$ cat src/common/bru_pkg.sv
// branch resolution unit package: widths, task and bus structs, output structs, op encoding
package bru_pkg;

    ////////////////////
    // widths

    // word-index pc, so pc + 4 bytes is pc + 1
    localparam int PC_WIDTH = 14;
    localparam int WORD_WIDTH = 32;

    typedef logic [WORD_WIDTH-1:0] word_t;
    typedef logic [PC_WIDTH-1:0] pc_t;
    typedef logic [5:0] phys_reg_tag_t;
    typedef logic [3:0] rob_index_t;
    typedef logic [2:0] checkpoint_column_t;

    // btb and direction predictor index, low pc bits
    typedef logic [3:0] bp_index_t;

    // operand source code
    // 0..2 pick a complete bus, 3 keeps the raw register word
    typedef logic [1:0] bus_sel_t;
    localparam bus_sel_t BUS_SEL_RAW = 2'd3;

    // branch ops handled here
    typedef enum logic [1:0] {
        BRU_BEQ = 2'd0,
        BRU_BNE = 2'd1,
        BRU_JR  = 2'd2
    } bru_op_t;

    ////////////////////
    // dispatch side

    typedef struct packed {
        logic needed;
        logic ready;
        phys_reg_tag_t phys_reg_tag;
    } source_status_t;

    typedef struct packed {
        bru_op_t op;
        source_status_t source_0;
        source_status_t source_1;
        logic [15:0] imm16;
        pc_t pc;
        // predicted next pc, checked in execute
        pc_t npc;
        checkpoint_column_t checkpoint_column;
        rob_index_t rob_index;
    } bru_task_t;

    // one complete bus; data trails its tag by a cycle
    typedef struct packed {
        logic tag_valid;
        phys_reg_tag_t tag;
        word_t data;
    } cbus_t;

    ////////////////////
    // execute latch

    typedef struct packed {
        bru_op_t op;
        word_t operand_0;
        word_t operand_1;
        bus_sel_t sel_0;
        bus_sel_t sel_1;
        bp_index_t bp_index;
        // pc + 1 + imm
        pc_t target;
        pc_t pc_plus_1;
        pc_t npc;
        checkpoint_column_t checkpoint_column;
        rob_index_t rob_index;
    } ex_task_t;

    ////////////////////
    // outputs

    typedef struct packed {
        rob_index_t rob_index;
        pc_t pc;
        checkpoint_column_t checkpoint_column;
    } restart_t;

    typedef struct packed {
        bp_index_t index;
        pc_t target;
        logic taken;
    } bp_update_t;

endpackage

$ cat src/bru/bru_tag_match.sv
// one source tag against every complete bus, lowest matching bus wins
`timescale 1ns/1ps

module bru_tag_match #(
    parameter int NUM_CBUS = 3
) (
    input bru_pkg::phys_reg_tag_t tag,
    input bru_pkg::cbus_t [NUM_CBUS-1:0] cbus,
    output logic hit,
    output bru_pkg::bus_sel_t sel
);

    import bru_pkg::*;

    ////////////////////
    // priority encode

    always_comb begin
        // no match leaves the raw code
        hit = 1'b0;
        sel = BUS_SEL_RAW;

        // walk down so the lowest bus is written last
        for (int i = NUM_CBUS - 1; i >= 0; i--) begin
            if (cbus[i].tag_valid && (cbus[i].tag == tag)) begin
                hit = 1'b1;
                sel = bus_sel_t'(i);
            end
        end
    end

endmodule

$ cat src/bru/bru_rs_stage.sv
// reservation station stage: holds the dispatched task until operands are in, then issues
`timescale 1ns/1ps

module bru_rs_stage #(
    parameter int NUM_CBUS = 3
) (
    input logic CLK,
    input logic nRST,

    // dispatch
    input logic dispatch_valid,
    input bru_pkg::bru_task_t dispatch_task,

    // complete buses
    input bru_pkg::cbus_t [NUM_CBUS-1:0] cbus,

    // kill from rob
    input logic kill_valid,
    input bru_pkg::rob_index_t kill_rob_index,

    // restart from execute
    input logic flush,

    // register file read
    output logic read_req_valid,
    output bru_pkg::phys_reg_tag_t read_req_tag_0,
    output bru_pkg::phys_reg_tag_t read_req_tag_1,
    input logic read_serviced,
    input bru_pkg::word_t read_data_0,
    input bru_pkg::word_t read_data_1,

    output logic rs_full,

    // into execute latch
    output logic ex_valid_next,
    output bru_pkg::ex_task_t ex_task_next
);

    import bru_pkg::*;

    // rs latch
    logic rs_valid;
    logic rs_valid_next;
    bru_task_t rs_task;
    bru_task_t rs_task_next;

    // bus matches per source
    logic hit_0;
    logic hit_1;
    bus_sel_t match_sel_0;
    bus_sel_t match_sel_1;

    // operand status
    logic read_0;
    logic read_1;
    logic bus_0;
    logic bus_1;
    logic have_0;
    logic have_1;
    logic can_issue;
    logic kill;
    logic issue;

    ////////////////////
    // tag match

    bru_tag_match #(
        .NUM_CBUS(NUM_CBUS)
    ) i_tag_match_0 (
        .tag (rs_task.source_0.phys_reg_tag),
        .cbus(cbus),
        .hit (hit_0),
        .sel (match_sel_0)
    );

    bru_tag_match #(
        .NUM_CBUS(NUM_CBUS)
    ) i_tag_match_1 (
        .tag (rs_task.source_1.phys_reg_tag),
        .cbus(cbus),
        .hit (hit_1),
        .sel (match_sel_1)
    );

    ////////////////////
    // issue decision

    // ready sources come from the register file
    assign read_0 = rs_task.source_0.needed & rs_task.source_0.ready;
    assign read_1 = rs_task.source_1.needed & rs_task.source_1.ready;

    // not yet ready but on a bus this cycle
    assign bus_0 = rs_task.source_0.needed & ~rs_task.source_0.ready & hit_0;
    assign bus_1 = rs_task.source_1.needed & ~rs_task.source_1.ready & hit_1;

    // unneeded source counts as present
    assign have_0 = ~rs_task.source_0.needed | read_0 | bus_0;
    assign have_1 = ~rs_task.source_1.needed | read_1 | bus_1;

    assign kill = rs_valid & kill_valid & (rs_task.rob_index == kill_rob_index);

    // all bus-sourced tasks skip the read
    assign can_issue = have_0 & have_1 & (~(read_0 | read_1) | read_serviced);
    assign issue = rs_valid & ~kill & can_issue;

    // read only asked once every operand is accounted for
    assign read_req_valid = rs_valid & ~kill & have_0 & have_1 & (read_0 | read_1);
    assign read_req_tag_0 = rs_task.source_0.phys_reg_tag;
    assign read_req_tag_1 = rs_task.source_1.phys_reg_tag;

    assign rs_full = rs_valid & ~kill & ~can_issue;

    ////////////////////
    // rs latch

    always_comb begin
        rs_valid_next = rs_valid;
        rs_task_next = rs_task;

        if (kill || issue) begin
            rs_valid_next = 1'b0;
        end else if (rs_valid) begin
            // stalled, remember what went by on the buses
            if (bus_0) begin
                rs_task_next.source_0.ready = 1'b1;
            end
            if (bus_1) begin
                rs_task_next.source_1.ready = 1'b1;
            end
        end

        // new task, may arrive alongside an issue
        if (dispatch_valid) begin
            rs_valid_next = 1'b1;
            rs_task_next = dispatch_task;
        end
    end

    always_ff @(posedge CLK or negedge nRST) begin
        if (!nRST) begin
            rs_valid <= 1'b0;
            rs_task <= '0;
        end else if (flush) begin
            // restart drops this cycle's dispatch too
            rs_valid <= 1'b0;
            rs_task <= '0;
        end else begin
            rs_valid <= rs_valid_next;
            rs_task <= rs_task_next;
        end
    end

    ////////////////////
    // execute payload

    assign ex_valid_next = issue;

    always_comb begin
        ex_task_next.op = rs_task.op;
        ex_task_next.operand_0 = read_data_0;
        ex_task_next.operand_1 = read_data_1;
        // bus code only for sources caught on a bus
        ex_task_next.sel_0 = bus_0 ? match_sel_0 : BUS_SEL_RAW;
        ex_task_next.sel_1 = bus_1 ? match_sel_1 : BUS_SEL_RAW;
        ex_task_next.bp_index = bp_index_t'(rs_task.pc);
        ex_task_next.pc_plus_1 = rs_task.pc + pc_t'(1);
        // imm truncated to pc width wraps the same as sign extension
        ex_task_next.target = rs_task.pc + pc_t'(1) + pc_t'(rs_task.imm16[PC_WIDTH-1:0]);
        ex_task_next.npc = rs_task.npc;
        ex_task_next.checkpoint_column = rs_task.checkpoint_column;
        ex_task_next.rob_index = rs_task.rob_index;
    end

endmodule

$ cat src/bru/bru_ex_stage.sv
// execute stage: resolves the branch, raises complete, restart and predictor update
`timescale 1ns/1ps

module bru_ex_stage #(
    parameter int NUM_CBUS = 3
) (
    input logic CLK,
    input logic nRST,

    // from rs stage
    input logic ex_valid_next,
    input bru_pkg::ex_task_t ex_task_next,

    // complete buses, data for forwarded operands
    input bru_pkg::cbus_t [NUM_CBUS-1:0] cbus,

    // to rob
    output logic complete_valid,
    output logic restart_valid,
    output bru_pkg::restart_t restart,

    // to fetch predictors
    output logic bp_update_valid,
    output bru_pkg::bp_update_t bp_update,

    // clears both latches
    output logic flush
);

    import bru_pkg::*;

    // ex latch
    logic ex_valid;
    ex_task_t ex_task;

    // resolved operands
    word_t operand_a;
    word_t operand_b;

    logic branch_taken;
    logic cond_branch;
    pc_t expected_pc;

    // bus data if named, else the raw register word
    function automatic word_t pick_operand(
        input bus_sel_t sel,
        input word_t raw,
        input cbus_t [NUM_CBUS-1:0] buses
    );
        word_t value;
        value = raw;
        for (int i = 0; i < NUM_CBUS; i++) begin
            if (sel == bus_sel_t'(i)) begin
                value = buses[i].data;
            end
        end
        return value;
    endfunction

    ////////////////////
    // ex latch

    always_ff @(posedge CLK or negedge nRST) begin
        if (!nRST) begin
            ex_valid <= 1'b0;
            ex_task <= '0;
        end else if (flush) begin
            ex_valid <= 1'b0;
            ex_task <= '0;
        end else begin
            ex_valid <= ex_valid_next;
            ex_task <= ex_task_next;
        end
    end

    ////////////////////
    // operand mux

    // bus data lands this cycle, one after the tag match
    assign operand_a = pick_operand(ex_task.sel_0, ex_task.operand_0, cbus);
    assign operand_b = pick_operand(ex_task.sel_1, ex_task.operand_1, cbus);

    ////////////////////
    // resolution

    assign cond_branch = (ex_task.op == BRU_BEQ) || (ex_task.op == BRU_BNE);

    always_comb begin
        branch_taken = 1'b0;
        expected_pc = ex_task.pc_plus_1;

        case (ex_task.op)
            BRU_BEQ: begin
                branch_taken = (operand_a == operand_b);
            end
            BRU_BNE: begin
                branch_taken = (operand_a != operand_b);
            end
            default: begin
                branch_taken = 1'b0;
            end
        endcase

        // jr target is the byte address in operand 0
        if (ex_task.op == BRU_JR) begin
            expected_pc = operand_a[PC_WIDTH+1:2];
        end else if (branch_taken) begin
            expected_pc = ex_task.target;
        end
    end

    ////////////////////
    // outputs

    assign complete_valid = ex_valid;

    // mispredict when fetch went elsewhere
    assign restart_valid = ex_valid && (ex_task.npc != expected_pc);
    assign flush = restart_valid;

    assign restart.rob_index = ex_task.rob_index;
    assign restart.pc = expected_pc;
    assign restart.checkpoint_column = ex_task.checkpoint_column;

    // jr leaves the predictors alone
    assign bp_update_valid = ex_valid & cond_branch;
    assign bp_update.index = ex_task.bp_index;
    assign bp_update.target = ex_task.target;
    assign bp_update.taken = branch_taken;

endmodule

$ cat src/hdl/bru_pipeline.sv
// branch resolution unit top: rs stage feeding a single-cycle execute stage
`timescale 1ns/1ps

module bru_pipeline #(
    // complete buses watched, at most 3
    parameter int NUM_CBUS = 3
) (
    input logic CLK,
    input logic nRST,

    // dispatch
    input logic dispatch_valid,
    input bru_pkg::bru_task_t dispatch_task,
    output logic rs_full,

    // register file read
    output logic read_req_valid,
    output bru_pkg::phys_reg_tag_t read_req_tag_0,
    output bru_pkg::phys_reg_tag_t read_req_tag_1,
    input logic read_serviced,
    input bru_pkg::word_t read_data_0,
    input bru_pkg::word_t read_data_1,

    // kill from rob
    input logic kill_valid,
    input bru_pkg::rob_index_t kill_rob_index,

    // complete buses
    input bru_pkg::cbus_t [NUM_CBUS-1:0] cbus,

    // resolution
    output logic complete_valid,
    output logic restart_valid,
    output bru_pkg::restart_t restart,
    output logic bp_update_valid,
    output bru_pkg::bp_update_t bp_update
);

    import bru_pkg::*;

    ////////////////////
    // stage links

    logic ex_valid_next;
    ex_task_t ex_task_next;
    // restart back into both latches
    logic flush;

    bru_rs_stage #(
        .NUM_CBUS(NUM_CBUS)
    ) i_rs_stage (
        .CLK           (CLK),
        .nRST          (nRST),
        .dispatch_valid(dispatch_valid),
        .dispatch_task (dispatch_task),
        .cbus          (cbus),
        .kill_valid    (kill_valid),
        .kill_rob_index(kill_rob_index),
        .flush         (flush),
        .read_req_valid(read_req_valid),
        .read_req_tag_0(read_req_tag_0),
        .read_req_tag_1(read_req_tag_1),
        .read_serviced (read_serviced),
        .read_data_0   (read_data_0),
        .read_data_1   (read_data_1),
        .rs_full       (rs_full),
        .ex_valid_next (ex_valid_next),
        .ex_task_next  (ex_task_next)
    );

    bru_ex_stage #(
        .NUM_CBUS(NUM_CBUS)
    ) i_ex_stage (
        .CLK            (CLK),
        .nRST           (nRST),
        .ex_valid_next  (ex_valid_next),
        .ex_task_next   (ex_task_next),
        .cbus           (cbus),
        .complete_valid (complete_valid),
        .restart_valid  (restart_valid),
        .restart        (restart),
        .bp_update_valid(bp_update_valid),
        .bp_update      (bp_update),
        .flush          (flush)
    );

endmodule

$ cat config.mk
export PLATFORM = sky130hd
export DESIGN_NAME = bru_pipeline
export DESIGN_NICKNAME = d
export VERILOG_FILES = /design/src/common/bru_pkg.sv /design/src/bru/bru_tag_match.sv /design/src/bru/bru_rs_stage.sv /design/src/bru/bru_ex_stage.sv /design/src/hdl/bru_pipeline.sv
export SDC_FILE = /design/constraint.sdc
export NUM_CORES = 1
export LEC_CHECK = 0
export ABC_AREA = 1
export BUFFER_PORTS_ARGS = -buffer_cell sky130_fd_sc_hd__buf_4
export CORE_ASPECT_RATIO = 1.75
export CORE_MARGIN = 2
export CORE_UTILIZATION = 35
export DETAILED_ROUTE_END_ITERATION = 6
export GPL_TIMING_DRIVEN = 0
export SYNTH_ARGS = -nofsm -noshare
export SYNTH_HDL_FRONTEND = slang
export SYNTH_SLANG_ARGS = --single-unit
$ cat constraint.sdc
create_clock -name CLK -period 3.33 [get_ports CLK]
set_input_delay 0.333 -clock CLK [delete_from_list [all_inputs] [get_ports CLK]]
set_output_delay 0.333 -clock CLK [all_outputs]
set_load 0.005 [all_outputs]
== After elaboration in Yosys (flattened, before gate mapping) ==
Cells that the tools add are included.

* Bits in registers: 192
* Latch bits: 0
* RAM bits: 0
* ROM bits: 0
* Output and inout bits: 57
* Word-level logic and storage cells: 129
* Memories kept: 0

* Add/sub/neg operators: 2
* $mul: 0
* Divide/modulo/power cells: 0
* Order comparisons: 0
* Equality and inequality tests: 17
* Shifts and indexed selects: 0
* Mux-type cells: 36
* Bitwise operators: 30
* Reductions and logical operators: 19

{| class="wikitable"
|+ Operators with widths
! kind !! number
|-
| 32-bit two-way mux || 6
|-
| 69-bit two-way mux || 2
|-
| 123-bit two-way mux || 1
|-
| 6-bit == test || 6
|-
| 32-bit == test || 1
|-
| 32-bit != test || 1
|-
| 14-bit two-way mux || 2
|-
| 1-bit two-way mux || 18
|-
| 1-bit AND || 17
|-
| 14-bit by 1-bit adder with 14-bit output (second input constant) || 1
|-
| 14-bit adder || 1
|-
| 14-bit != test || 1
|-
| 2-bit two-way mux || 6
|-
| 3-bit nonzero test || 4
|-
| 1-bit logical AND || 7
|-
| 1-bit NOT || 7
|-
| 2-bit by 1-bit == test with 1-bit output (second input constant) || 3
|-
| 2-bit == test (second input constant) || 3
|-
| 2-bit logical NOT || 3
|-
| 1-bit bitwise OR || 6
|-
| 3-bit AND reduction || 2
|-
| 4-bit == test || 1
|-
| 3-bit != test (second input constant) || 1
|-
| 1-bit logical OR || 2
|-
| 2 further kinds || 2
|}

== Longest topological paths before layout ==
* Depth in word-level cells: 14
* Depth in mapped cells: 32

== By module ==
From an unflattened synthesis, not the netlist that was laid out.

* Cells, all modules: 2,229
* Area total of the unflattened synthesis: 14,493.9 µm²

{| class="wikitable"
|+ Modules (own cells, without submodules)
! module !! times used !! cells each !! area each (µm²) !! seq. area each (µm²)
|-
| bru_ex_stage || 1 || 1,421 || 8,996.1 || 3,103.0
|-
| bru_rs_stage || 1 || 616 || 4,626.9 || 1,701.6
|-
| bru_tag_match || 2 || 96 || 435.4 || 0.0
|}

== Worst setup path before layout ==
OpenSTA, ideal clock, no wires.

* Path type: reg2out
* From: register i_ex_stage.ex_task[55] (netlist name)
* To: output port restart_valid
* Arrival time: 2,873 ps
* Data required time: 2,997 ps
* Slack: 124 ps
* Cell stages (with the launch flop): 27
* Path buffers: 4
* Cells stage by stage: dfrtp_1 > inv_2 > nand2_1 > buf_4 > buf_4 > nor2_1 > o21bai_1 > nand2_1 > nand2_1 > nand2_1 > nor2_1 > nand2_1 > nor2_2 > nand3_2 > buf_2 > nand3b_1 > nand3_1 > nand3_1 > nand2_1 > nand2_1 > clkinv_1 > nand2_1 > nor2_1 > nand2_1 > nand2_2 > inv_2 > clkbuf_1

* Cells in the longest elaborated chain, start to end: 10

{| class="wikitable"
|+ Ends and longest elaborated chain
! element !! RTL line !! RTL
|-
| start, declared || bru_ex_stage.sv:34 || <nowiki>ex_task_t ex_task;</nowiki>
|-
| start signal, assigned || bru_ex_stage.sv:72 || <nowiki>ex_task <= ex_task_next;</nowiki>
|-
| 2-bit logical NOT || bru_ex_stage.sv:53 || <nowiki>if (sel == bus_sel_t'(i)) begin</nowiki>
|-
| 32-bit two-way mux (2 in a row) || bru_ex_stage.sv:53 ||
|-
| 32-bit two-way mux (*) || bru_ex_stage.sv:53 ||
|-
| 32-bit != test / 32-bit == test (equally long branches) || bru_ex_stage.sv:97, bru_ex_stage.sv:94 ||
|-
| 1-bit case mux with 2 select lines || bru_ex_stage.sv:92 || <nowiki>case (ex_task.op)</nowiki>
|-
| 14-bit two-way mux || bru_ex_stage.sv:107 || <nowiki>end else if (branch_taken) begin</nowiki>
|-
| 14-bit two-way mux (*) || bru_ex_stage.sv:105 || <nowiki>if (ex_task.op == BRU_JR) begin</nowiki>
|-
| 14-bit != test (*) || bru_ex_stage.sv:118 || <nowiki>assign restart_valid = ex_valid && (ex_task.npc != expected_pc);</nowiki>
|-
| 1-bit logical AND (*) || bru_ex_stage.sv:118 ||
|-
| end, declared || bru_pipeline.sv:33 || <nowiki>output logic restart_valid,</nowiki>
|}

Mark *: on every way between the ends. The rest lies on a longest branch, timed or not.

== Worst setup path in the final report ==
Same ends and word-level chain as after synthesis.

==> impl_metrics.json <==
{
  "rsz0062_at_grt": "true",
  "synth_ff_type": "dfrtp_1",
  "critPathRequiredTime_ns": 3.00,
  "crit_path_end_kind": "primary output",
  "syn_area_sq_um": 13400,
  "nets": 2762,
  "final_area_sq_um": 18000,
  "clk_pin_slew_ns": 0.08,
  "path_depth": 27,
  "reg2regPathDepth": 28,
  "outcome": "complete, but fails checks",
  "grt_pass1_wl_mm": 78.0,
  "drive_above_1_share_pct": 23.1,
  "hold_viol": 0,
  "cts_made_buffers": 17,
  "holdCritPathClass": "input pin to flop",
  "final_cells": 2983,
  "worst_pin_slew_ns": 0.678,
  "cellLeakagePower_nw": 10.5,
  "drtAntennaViolNets": 0,
  "dp.final_hpwl_mm": 42.6,
  "clk_path_buf_depth": 2,
  "cts_tree": "built",
  "ys_async_sr_fraction_pct": 100,
  "core_area_sq_um": 37600,
  "setup_viol": 207,
  "die_w_um": 152,
  "wire_per_inst_um": 17.9,
  "cp_slowest_cell": "dfrtp_2",
  "intPower_mw": 7.64,
  "grt_pass1_vias": 14000,
  "placed_cells": 2913,
  "final_core_util_pct": 47.8,
  "num_vias": 14300,
  "portBuffers": 312,
  "swShare_pct": 45.7,
  "layout_commonest_cell": "nand2_1",
  "die_h_um": 262,
  "fmaxAchievable_mhz": 231,
  "row_count": 94,
  "die-area_sq_um": 39800,
  "p_per_area_nw_per_um2": 783,
  "ys_ff_latch": 192,
  "grt_usage_pct": 26.3,
  "report.power.total_mw": 14.1,
  "slowest_delay_ns": 0.50,
  "pin_count": 316,
  "cp_max_fo": 7,
  "yosys_warnings": 0,
  "p_seq_share_pct": 25.1,
  "crit_family": "simple AND/OR/NAND/NOR gates",
  "fin_crit_ns": 4.33,
  "fin_crit_sh_pct": 130,
  "placed_cell_area_sq_um": 16300,
  "vdd_drop_max_mv": 0.398,
  "grt_start_max_net_pins": 123,
  "drv_cap": 0,
  "hold_slack_ns": 0.0722,
  "crit_type": "flop to primary output",
  "drt-total-wl_mm": 53.3,
  "clock-sinks": 192,
  "cts-root-buf": "clkbuf_16",
  "area_growth_pct": 34.6,
  "slew_violations": 0,
  "layout_common_cells": "nand2_1 (692), buf_4 (396), nor2_1 (325)",
  "syn_inst": 2120,
  "worstHoldPathCells": 3,
  "arrival_ns": 4.00,
  "worst-path-buf-inv": 6,
  "first_pass_iters": 7,
  "seq_area_frac_synth_pct": 36.0,
  "vias_per_cell": 4.78,
  "crit_top_cell": "nand2_2",
  "first_iter_violations": 823,
  "violations": "design-rule violations, negative setup slack",
  "power_switching_mw": 6.43,
  "htreeDepth": 4,
  "start_util_pct": 35.5,
  "tns_ns": -106.20,
  "cp-start-kind": "flop",
  "syn_area_per_cell_sq_um": 6.30,
  "relSlewSlack_pct": 54.6,
  "post-place-ws_ns": -1.94,
  "clock_latency_ns": 0.47,
  "setup_slack_ns": -1.00,
  "antenna_found_initial": 2,
  "drc": 3,
  "synth.distinct_cells": 41,
  "place_congestion": 0.959,
  "synth_edf_count": 0,
  "clock_skew_ns": 0.0208,
  "power_frac_clock_pct": 16.5,
  "overflow": 0,
  "p_comb_share_pct": 58.4,
  "synth_nets": 2394
}
what timing repair did:
action | 4_1_cts | 5_1_grt
cloned | 0 | 4
setup buffers | 17 | 14
gates resized for setup | 122 | 95
hold buffers | 1 | 0
endpoints found under the hold margin | 70 | 0
pin swaps | 12 | 44
endpoints found under the setup margin | 208 | 208
worst reg2reg max path, delay by kind of cell (launching register included):
| family | cells | cell delay [ns] |
|---|---|---|
| buffers and inverters | 6 | 1.07 |
| AND/OR/NAND/NOR | 22 | 2.23 |
| flip-flops | 1 | 0.50 |
cells in the mapped netlist (14+ instances only):
cell / number / area share, %
nand2_1: 729 / 20
nor2_1: 351 / 9.9
inv_1: 307 / 8.6
nand3_1: 205 / 7.7
dfrtp_1: 192 / 36
o21bai_1: 53 / 3.0
buf_4: 45 / 2.5
buf_2: 35 / 1.3
clkbuf_1: 31 / 0.87
o21ai_0: 27 / 1.0
xor2_1: 27 / 1.8
a21oi_1: 15 / 0.56
ha_1: 14 / 1.3
per-layer routing:
| metal | part of all wire [%] | track usage [%] | vias up |
|---|---|---|---|
| li1 | - | - | 7127 |
| met1 | 35 | 26.4 | 6508 |
| met2 | 55 | 50.2 | 486 |
| met3 | 4.6 | 3.80 | 138 |
| met4 | 6.1 | 14.8 | 0 |
| met5 | 0 | 0 | - |
power by group through the flow:
stage	Combinational, mW	Clock (mW)	Sequential (mW)
floorplan	4.68	0	3.31
global placement	7.18	0	3.55
detailed placement	7.27	0	3.56
CTS	7.73	2.36	3.53
global route	9.02	2.45	3.60
finish	8.22	2.32	3.53
kinds of logic (layout without fill, tap and decap cells):
logic type / after synthesis / after routing / synth area share, %
xor gates and xnor gates: 35 / 35 / 2.30
DFF: 192 / 192 / 36.0
buffers and inverters: 438 / 819 / 14.5
AOI/OAI and AO/OA: 119 / 119 / 5.90
adders and majority gates: 15 / 15 / 1.46
and+or+nand+nor: 1321 / 1321 / 39.8
other: 0 / 2 / 0
flip-flops by register name (all words and copies together), names as in the netlist:
name,count
i_ex_stage.bp_update,18
i_ex_stage.complete_valid,1
i_ex_stage.ex_task,98
i_ex_stage.restart,7
i_rs_stage.ex_task_next,27
i_rs_stage.read_req_tag_0,6
i_rs_stage.read_req_tag_1,6
i_rs_stage.rs_task,28
i_rs_stage.rs_valid,1
final timing paths:
| kind | start | slack [ns] | to |
|---|---|---|---|
| max in group asynchronous | nRST | 1.87 | i_ex_stage.ex_task[53]$_DFF_PN0_ |
| hold reg to reg | i_rs_stage.ex_task_next[4]$_DFFE_PN0P_ | 0.50 | i_ex_stage.restart[0]$_DFF_PN0_ |
| setup reg to reg | i_ex_stage.ex_task[55]$_DFF_PN0_ | -0.66 | i_ex_stage.ex_task[15]$_DFF_PN0_ |
| hold / removal | read_data_1[17] | 0.07 | i_ex_stage.ex_task[74]$_DFF_PN0_ |
| min in group asynchronous | nRST | 0.42 | i_ex_stage.ex_task[67]$_DFF_PN0_ |
| setup / recovery | i_ex_stage.ex_task[55]$_DFF_PN0_ | -1.00 | restart_valid |
area by class of cell:
type	instances	area (sq um)
Antenna cell	2	5.00
Buffer	124	1060
Clock buffer	20	437
Clock inverter	12	205
Fill cell	3921	19700
Inverter	314	1190
Multi-Input combinational cell	1490	6930
Sequential cell	192	4810
Tap cell	480	601
Timing Repair Buffer	349	2740
(Power assumes the default switching activity.)
